$ cat src/hw/dga_cfg.svh
/* Field widths and command codes for the command decoder.
   Codes and modifiers not listed here decode to nothing. */
`ifndef DGA_CFG_SVH
`define DGA_CFG_SVH

// Microcode field widths
`define DGA_COMM_W 5
`define DGA_MIS_W 2

// Memory-cycle commands
`define DGA_C_FETCH 5'h10
`define DGA_C_READ 5'h12
`define DGA_C_WRITE 5'h13
`define DGA_C_FORM 5'h14

// Control commands
`define DGA_C_SIOC 5'h07
`define DGA_C_START 5'h0B
`define DGA_C_SSTOP 5'h0C
`define DGA_C_CLRTI 5'h0D
`define DGA_C_EMPID 5'h0A
`define DGA_C_LDPANC 5'h06
`define DGA_C_WCHIM 5'h11

// Modifier qualifiers
// FORM, LDPANC and WCHIM are only valid with these
`define DGA_M_FORM 2'd3
`define DGA_M_LDPANC 2'd2
`define DGA_M_WCHIM 2'd0

// Internal data bus bits loaded by SIOC
// They arrive on the idbi5 and idbi7 inputs
`define DGA_EMCL_BIT 5
`define DGA_RESET_BIT 7

`endif

$ cat src/hw/dga_pkg.sv
/* Struct types shared by the decoder blocks.
   Struct field order sets the packed bit order, first field is the MSB. */
`include "dga_cfg.svh"

package dga_pkg;

  // Microcode command word, 7 bits
  typedef struct packed {
    logic [`DGA_COMM_W-1:0] cscomm;
    logic [`DGA_MIS_W-1:0]  csmis;
  } comm_t;

  // Memory-cycle controls
  // fetch, mreq and write active high, form_n active low
  typedef struct packed {
    logic fetch;
    logic mreq;
    logic write;
    logic form_n;
  } mem_ctl_t;

  // Control strobes, all active low
  typedef struct packed {
    logic sstop_n;
    logic start_n;
    logic sioc_n;
    logic clrti_n;
    logic wchim_n;
    logic empid_n;
    logic ldpanc_n;
  } io_strobe_t;

endpackage

$ cat src/hw/dga_decode_comm.sv
/* Command decoder top level on a single rising-edge clk.
   Cache, I/O request and semaphore paths are not part of this block. */
`timescale 1ns/1ps

module dga_decode_comm (
  input  logic                clk,
  input  logic                rst_n,
  input  dga_pkg::comm_t      comm,
  input  logic                lcs_n,
  input  logic                erof_n,
  input  logic                idbi5,
  input  logic                idbi7,
  output dga_pkg::mem_ctl_t   mem,
  output dga_pkg::io_strobe_t strobes,
  output logic                emcl_n,
  output logic                reset
);

  // Memory-cycle section
  mem_cmd_decode mem_cmd_decode_inst (
    .clk   (clk),
    .rst_n (rst_n),
    .comm  (comm),
    .lcs_n (lcs_n),
    .mem   (mem)
  );

  // Control strobes
  io_cmd_decode io_cmd_decode_inst (
    .clk     (clk),
    .rst_n   (rst_n),
    .comm    (comm),
    .lcs_n   (lcs_n),
    .erof_n  (erof_n),
    .strobes (strobes)
  );

  // Only SIOC reaches the panel register
  panel_ctrl_reg panel_ctrl_reg_inst (
    .clk    (clk),
    .rst_n  (rst_n),
    .sioc_n (strobes.sioc_n),
    .idbi5  (idbi5),
    .idbi7  (idbi7),
    .emcl_n (emcl_n),
    .reset  (reset)
  );

endmodule

$ cat src/hw/io_cmd_decode.sv
/* Control strobe decoder. Each strobe pulses low for one clk after its command.
   EMPID and LDPANC also need erof_n low at the command edge. */
`timescale 1ns/1ps
`include "dga_cfg.svh"

module io_cmd_decode (
  input  logic                clk,
  input  logic                rst_n,
  input  dga_pkg::comm_t      comm,
  input  logic                lcs_n,
  input  logic                erof_n,
  output dga_pkg::io_strobe_t strobes
);

  // Every strobe high
  localparam dga_pkg::io_strobe_t STROBE_IDLE = '{
    sstop_n:  1'b1,
    start_n:  1'b1,
    sioc_n:   1'b1,
    clrti_n:  1'b1,
    wchim_n:  1'b1,
    empid_n:  1'b1,
    ldpanc_n: 1'b1
  };

  logic                hit_sstop;
  logic                hit_start;
  logic                hit_sioc;
  logic                hit_clrti;
  logic                hit_wchim;
  logic                hit_empid;
  logic                hit_ldpanc;
  logic                erof;
  dga_pkg::io_strobe_t strobes_d;

  assign erof = ~erof_n;

  // Plain command matches
  always_comb begin
    hit_sstop = lcs_n && (comm.cscomm == `DGA_C_SSTOP);
    hit_start = lcs_n && (comm.cscomm == `DGA_C_START);
    hit_sioc  = lcs_n && (comm.cscomm == `DGA_C_SIOC);
    hit_clrti = lcs_n && (comm.cscomm == `DGA_C_CLRTI);
    hit_empid = lcs_n && (comm.cscomm == `DGA_C_EMPID);
  end

  // Modifier-qualified matches
  always_comb begin
    hit_wchim  = lcs_n && (comm.cscomm == `DGA_C_WCHIM) &&
                 (comm.csmis == `DGA_M_WCHIM);
    hit_ldpanc = lcs_n && (comm.cscomm == `DGA_C_LDPANC) &&
                 (comm.csmis == `DGA_M_LDPANC);
  end

  // Next-state strobes
  // The error flag is sampled together with the command
  always_comb begin
    strobes_d          = STROBE_IDLE;
    strobes_d.sstop_n  = ~hit_sstop;
    strobes_d.start_n  = ~hit_start;
    strobes_d.sioc_n   = ~hit_sioc;
    strobes_d.clrti_n  = ~hit_clrti;
    strobes_d.wchim_n  = ~hit_wchim;
    strobes_d.empid_n  = ~(hit_empid & erof);
    strobes_d.ldpanc_n = ~(hit_ldpanc & erof);
  end

  always_ff @(posedge clk or negedge rst_n) begin
    if (!rst_n) begin
      strobes <= STROBE_IDLE;
    end else begin
      strobes <= strobes_d;
    end
  end

endmodule

$ cat src/hw/mem_cmd_decode.sv
/* Memory-cycle decoder. Controls are valid one clk after the command edge.
   A command is only taken while lcs_n is high. */
`timescale 1ns/1ps
`include "dga_cfg.svh"

module mem_cmd_decode (
  input  logic              clk,
  input  logic              rst_n,
  input  dga_pkg::comm_t    comm,
  input  logic              lcs_n,
  output dga_pkg::mem_ctl_t mem
);

  // All controls inactive
  localparam dga_pkg::mem_ctl_t MEM_IDLE = '{
    fetch:  1'b0,
    mreq:   1'b0,
    write:  1'b0,
    form_n: 1'b1
  };

  logic              hit_fetch;
  logic              hit_read;
  logic              hit_write;
  logic              hit_form;
  dga_pkg::mem_ctl_t mem_d;

  // Product terms, each qualified by the command enable
  always_comb begin
    hit_fetch = lcs_n && (comm.cscomm == `DGA_C_FETCH);
    hit_read  = lcs_n && (comm.cscomm == `DGA_C_READ);
    hit_write = lcs_n && (comm.cscomm == `DGA_C_WRITE);
    hit_form  = lcs_n && (comm.cscomm == `DGA_C_FORM) &&
                (comm.csmis == `DGA_M_FORM);
  end

  // Next-state controls
  always_comb begin
    mem_d        = MEM_IDLE;
    mem_d.fetch  = hit_fetch;
    mem_d.write  = hit_write;
    // Any memory cycle requests the bus
    mem_d.mreq   = hit_fetch | hit_read | hit_write | hit_form;
    mem_d.form_n = ~hit_form;
  end

  // One cycle per command
  // Back-to-back commands give back-to-back cycles
  always_ff @(posedge clk or negedge rst_n) begin
    if (!rst_n) begin
      mem <= MEM_IDLE;
    end else begin
      mem <= mem_d;
    end
  end

endmodule

$ cat src/hw/panel_ctrl_reg.sv
/* Panel register, loaded from the internal data bus while sioc_n is low.
   It updates two clks after the SIOC command and holds otherwise. */
`timescale 1ns/1ps

module panel_ctrl_reg (
  input  logic clk,
  input  logic rst_n,
  input  logic sioc_n,
  input  logic idbi5,
  input  logic idbi7,
  output logic emcl_n,
  output logic reset
);

  logic load;

  // Strobe is active low
  assign load = ~sioc_n;

  // Memory clear enable from bus bit 5
  always_ff @(posedge clk or negedge rst_n) begin
    if (!rst_n) begin
      emcl_n <= 1'b0;
    end else if (load) begin
      emcl_n <= idbi5;
    end
  end

  // Panel reset from bus bit 7
  always_ff @(posedge clk or negedge rst_n) begin
    if (!rst_n) begin
      reset <= 1'b0;
    end else if (load) begin
      reset <= idbi7;
    end
  end

endmodule

$ cat config.mk
export PLATFORM = sky130hd
export DESIGN_NAME = dga_decode_comm
export DESIGN_NICKNAME = d
export VERILOG_FILES = /design/src/hw/dga_pkg.sv /design/src/hw/dga_decode_comm.sv /design/src/hw/io_cmd_decode.sv /design/src/hw/mem_cmd_decode.sv /design/src/hw/panel_ctrl_reg.sv
export VERILOG_INCLUDE_DIRS = /design/src /design/src/hw
export SDC_FILE = /design/constraint.sdc
export NUM_CORES = 1
export LEC_CHECK = 0
export BUFFER_PORTS_ARGS = -buffer_cell sky130_fd_sc_hd__buf_2
export CORE_AREA = 10 10 47 49
export DETAILED_ROUTE_END_ITERATION = 10
export DIE_AREA = 0 0 57 59
export PLACE_DENSITY = 0.72
export SLEW_MARGIN = 20
export SYNTH_ARGS = -nofsm -noshare
export SYNTH_HDL_FRONTEND = slang
export SYNTH_HIERARCHICAL = 1
export SYNTH_SLANG_ARGS = --single-unit
$ cat constraint.sdc
create_clock -name clk -period 1.4 [get_ports clk]
set_input_delay 0.21 -clock clk [delete_from_list [all_inputs] [get_ports clk]]
set_output_delay 0.21 -clock clk [all_outputs]
set_load 0.01 [all_outputs]
-- Word-level counts from Yosys, hierarchy flattened
Index checks and enable logic that the tools add are counted.
- register bits: 13
- input bits: 13
- output and inout port bits: 13
- equality and inequality tests: 13
- bitwise logic cells: 14
- reduce and logical (&&, ||, !) cells: 15
- operators with widths (cell ; count):
    5-bit == test (second input constant) ; 5
    5-bit by 4-bit == test with 1-bit output (second input constant) ; 4
    1-bit logical AND ; 14
    5-bit by 3-bit == test with 1-bit output (second input constant) ; 2
    1-bit inverter ; 9
    2-bit == test (second input constant) ; 2
    1-bit OR ; 3
    1-bit bitwise AND ; 2
    2-bit logical NOT ; 1

-- Longest topological paths before layout
- depth after elaboration: 5
- gate-level depth with buffers: 2
- depth with buffers taken out: 2

-- Hierarchy
Netlist, hierarchy kept.
- by module, submodules not included (module ; instances ; cells an instance ; area each (µm²) ; sequential area each (µm²)):
    io_cmd_decode ; 1 ; 21 ; 297.8 ; 183.9
    mem_cmd_decode ; 1 ; 14 ; 177.7 ; 101.3
    panel_ctrl_reg ; 1 ; 4 ; 72.6 ; 50.0

-- Worst setup path after synthesis
No wires, ideal clock.
- path kind: reg-to-reg
- start point: reg io_cmd_decode_inst/strobes[4] (netlist name)
- end point: reg panel_ctrl_reg_inst.emcl_n
- library setup time: 0.125 ns
- data arrival time: 0.872 ns
- data required time: 1.275 ns
- slack: 0.403 ns
- stages on the path, launching flop included: 2
- path buffers: 0
- period minus slack after synthesis: 0.997 ns
- path through: dfstp_2 mux2_2
- RTL lines (element ; line ; RTL):
    end signal, assigned ; panel_ctrl_reg.sv:25 ; emcl_n <= idbi5;
    end, declared ; panel_ctrl_reg.sv:11 ; output logic emcl_n,
No word-level cell between the ends.

-- Final worst setup path
- start point: reg io_cmd_decode_inst/strobes[4] (netlist name)
- end point: out strobes[4] (netlist bit)
- RTL lines (element ; line ; RTL):
    end, declared ; dga_decode_comm.sv:14 ; output dga_pkg::io_strobe_t strobes,
No word-level cell between the ends.

==> run_results.csv <==
group,metric,value,unit
sta,fin_crit_sh,82.07,%
grt,grt_pass1_wl,2063,um
logic_synthesis,synth_area_per_cell,14.05,sq um
logic_synthesis,synth_nets,52,
power_and_ir_drop,total_power,0.0007136,W
run,maxCapViolCount,0,
logic_synthesis,syn_area,548.0,sq um
detailed_routing,wire_per_inst,13.91,um
sta,finalSetupViolCount,0,
power_and_ir_drop,ir_worst_vdd,0.4444,mV
grt,grt_overflow,0,
setup_path,worst_r2r_path_depth,1,
detailed_routing,viasPerCell,5.141,
grt,grt.total_usage,7.659,%
clock_network,clockBufferDepth,2,
cells_and_area,layout.cells.non_filler,85,
logic_synthesis,yosysTopAreaCellShare,38.36,%
setup_path,critPathSlowestCell,"dfstp_2",
setup_path,cp_cell_sequence,"buf_2",
cells_and_area,antennaDiodeCount,0,
cells_and_area,fill_cells,134,
placed_design,io_buffers,25,
sta,fmax,0.8703,GHz
logic_synthesis,ys_types,19,
sta,min_period,1.149,ns
hold_path,holdPathStages,2,
setup_path,crit_fanout,3,
detailed_routing,firstDrtPassIters,4,
placed_design,dp_cells,80,
die,initial_core_util,39.11,%
setup_path,startpoint_type,"flip-flop",
setup_path,critPathMaxStageDelay,0.55,ns
cells_and_area,multi_input_area,205.2,sq um
die,die_h,59,um
sta,slew-limit-headroom,82.39,%
clock_network,clk_root_buffer_cell,"clkbuf_4",
clock_network,cts_buffers,3,
cells_and_area,drive_gt1_share,59.42,%
sta,worst_slew_pin_slew,0.2642,ns
clock_network,cts_tree,"done",
sta,final_max_slew_viol_count,0,
cells_and_area,seq_area,335.3,sq um
logic_synthesis,yosysTopAreaCell,"dfstp_2",
hold_path,hp-class,"in -> reg",
setup_path,cp.required,1.19,ns
cells_and_area,fin_nets,83,
setup_path,crit_family,"flip-flops",
detailed_routing,final_antenna_net_count,0,
die,fp-row-count,14,
sta,rsz0062_at_grt,"false",
detailed_routing,routed_wl,1182,um
detailed_routing,vias,437,
setup_path,cp.buffers_inverters,1,
power_and_ir_drop,p_leak,0.3277,nW
die,core_area,0.001401,sq mm
setup_path,cp.depth,1,
grt,first_global_vias,463,
sta,fin_setup_tns,0,ns
setup_path,crit_arrival,0.94,ns
cells_and_area,final_util,52.05,%
detailed_routing,drt-initial-drc-count,9,
logic_synthesis,yosysSeqAreaShare,61.19,%
clock_network,clkLatencyLatePin,0.26,ns
logic_synthesis,synth.ff_latch_count,13,
logic_synthesis,postSynthCellCount,39,
grt,antenna_found_initial,0,
clock_network,ctsHtreeMaxLevel,1,
logic_synthesis,yosysWarningCount,6,
placed_design,dp_hpwl,955.9,um
setup_path,critPathKind,"reg -> out",
placed_design,gp_congestion,0.6806,
outcome,status,"finished clean",
sta,fin_skew,0.0001112,ns
clock_network,clk_pin_slew_worst_paths,0.07,ns
cells_and_area,synthToLayoutAreaGrowth,33.10,%
clock_network,cts_setup_buffers,0,
setup_path,end_kind,"output port",
die,ios,26,
detailed_routing,drc,0,
power_and_ir_drop,power.density,978.3,mW/mm^2
logic_synthesis,synth.area.top_cells,"dfstp_2, dfrtp_1, nand4b_1",
die,die_width,57,um
grt,grt_max_degree,14,
die,die_area,0.003363,sq mm
sta,finalHoldViolCount,0,
clock_network,cts.sinks,13,
-- layer usage --
metal	global-route usage, %	up-vias	wire length, um
met3	2.575	2	99
met2	11.94	18	575
met5	0	-	0
li1	-	207	-
met4	7.047	0	27
met1	7.995	210	480
-- worst paths after layout --
kind                                                      endpoint                               startpoint  slack [ns]
min in group asynchronous     mem_cmd_decode_inst/mem[2]$_DFF_PN0_                                    rst_n        0.34
hold reg to reg              panel_ctrl_reg_inst/reset$_DFFE_PN0N_    panel_ctrl_reg_inst/reset$_DFFE_PN0N_        0.51
hold / removal               panel_ctrl_reg_inst/reset$_DFFE_PN0N_                                    idbi7        0.18
max in group asynchronous  io_cmd_decode_inst/strobes[5]$_DFF_PN1_                                    rst_n        0.79
setup reg to reg            panel_ctrl_reg_inst/emcl_n$_DFFE_PN0N_  io_cmd_decode_inst/strobes[4]$_DFF_PN1_        0.41
setup / recovery                                        strobes[4]  io_cmd_decode_inst/strobes[4]$_DFF_PN1_        0.25
-- cells by family after synthesis --
family | count (synthesis) | synth area share (%)
buf+inv | 2 | 1.370
simple gates | 21 | 31.73
compound gates | 1 | 1.598
flops | 13 | 61.19
mux | 2 | 4.109
-- power breakdown --
part           internal (W)  leakage (nW)  switching, W
Combinational     0.0000471         0.164     0.0000527
Sequential         0.000393         0.149    0.00000582
Clock              0.000110        0.0150      0.000105
-- cell usage in the layout (no fill, tap or decap), drive strengths merged --
master        n
a221oi        1
and3b         2
buf          25
clkbuf        4
dfrtp         5
dfstp         8
dlygate4sd3   1
inv           2
mux2          2
nand2         1
nand3         1
nand3b        2
nand4b        6
nand4bb       1
nor2          2
nor3          1
nor3b         2
nor4          1
nor4b         1
or3           1
-- cell type report --
| class | count | area share [%] |
|---|---|---|
| sequential | 13 | 45.97 |
| clock buffer | 4 | 3.602 |
| multi-input combinational | 24 | 28.13 |
| timing repair buffer | 26 | 18.52 |
| tap | 16 | 2.744 |
| inverter | 2 | 1.029 |
-- registers in the layout, indices dropped and copies added, names as in the netlist --
register and flops:
panel_ctrl_reg_inst/emcl_n 1, mem_cmd_decode_inst/mem 4, panel_ctrl_reg_inst/reset 1, io_cmd_decode_inst/strobes 7
-- cells in the mapped netlist --
master and n:
nand4bb_1 1, nor3_1 1, nand2_1 1, and3b_2 1
nand4b_1 6, nor3b_1 2, nor4b_2 1, nand3b_1 1
nor2_1 2, mux2_2 2, and3b_1 1, nor4_1 1
dfrtp_1 5, or3_1 1, nand3_1 1, inv_1 2
a221oi_1 1, dfstp_2 8, nand3b_4 1
-- what timing repair did --
item | CTS | global route
endpoints found under the hold margin | 5 | 0
hold buffers | 1 | 0
gates resized for setup | 0 | 0
-- through the flow --
| step | setup slack, ns | instance area (sq um) | hold slack, ns |
|---|---|---|---|
| after detailed placement | 0.4151 | 693.2 | 0.09927 |
| after CTS | 0.2319 | 729.5 | 0.1740 |
| after global placement | 0.4377 | 693.2 | 0.09312 |
| final | 0.2510 | 729.5 | 0.1797 |
| after global routing | 0.2122 | 729.5 | 0.1811 |
| after floorplan | 0.4034 | 548.0 | -0.08559 |
Note: power is estimated with default switching activity, not from simulation.
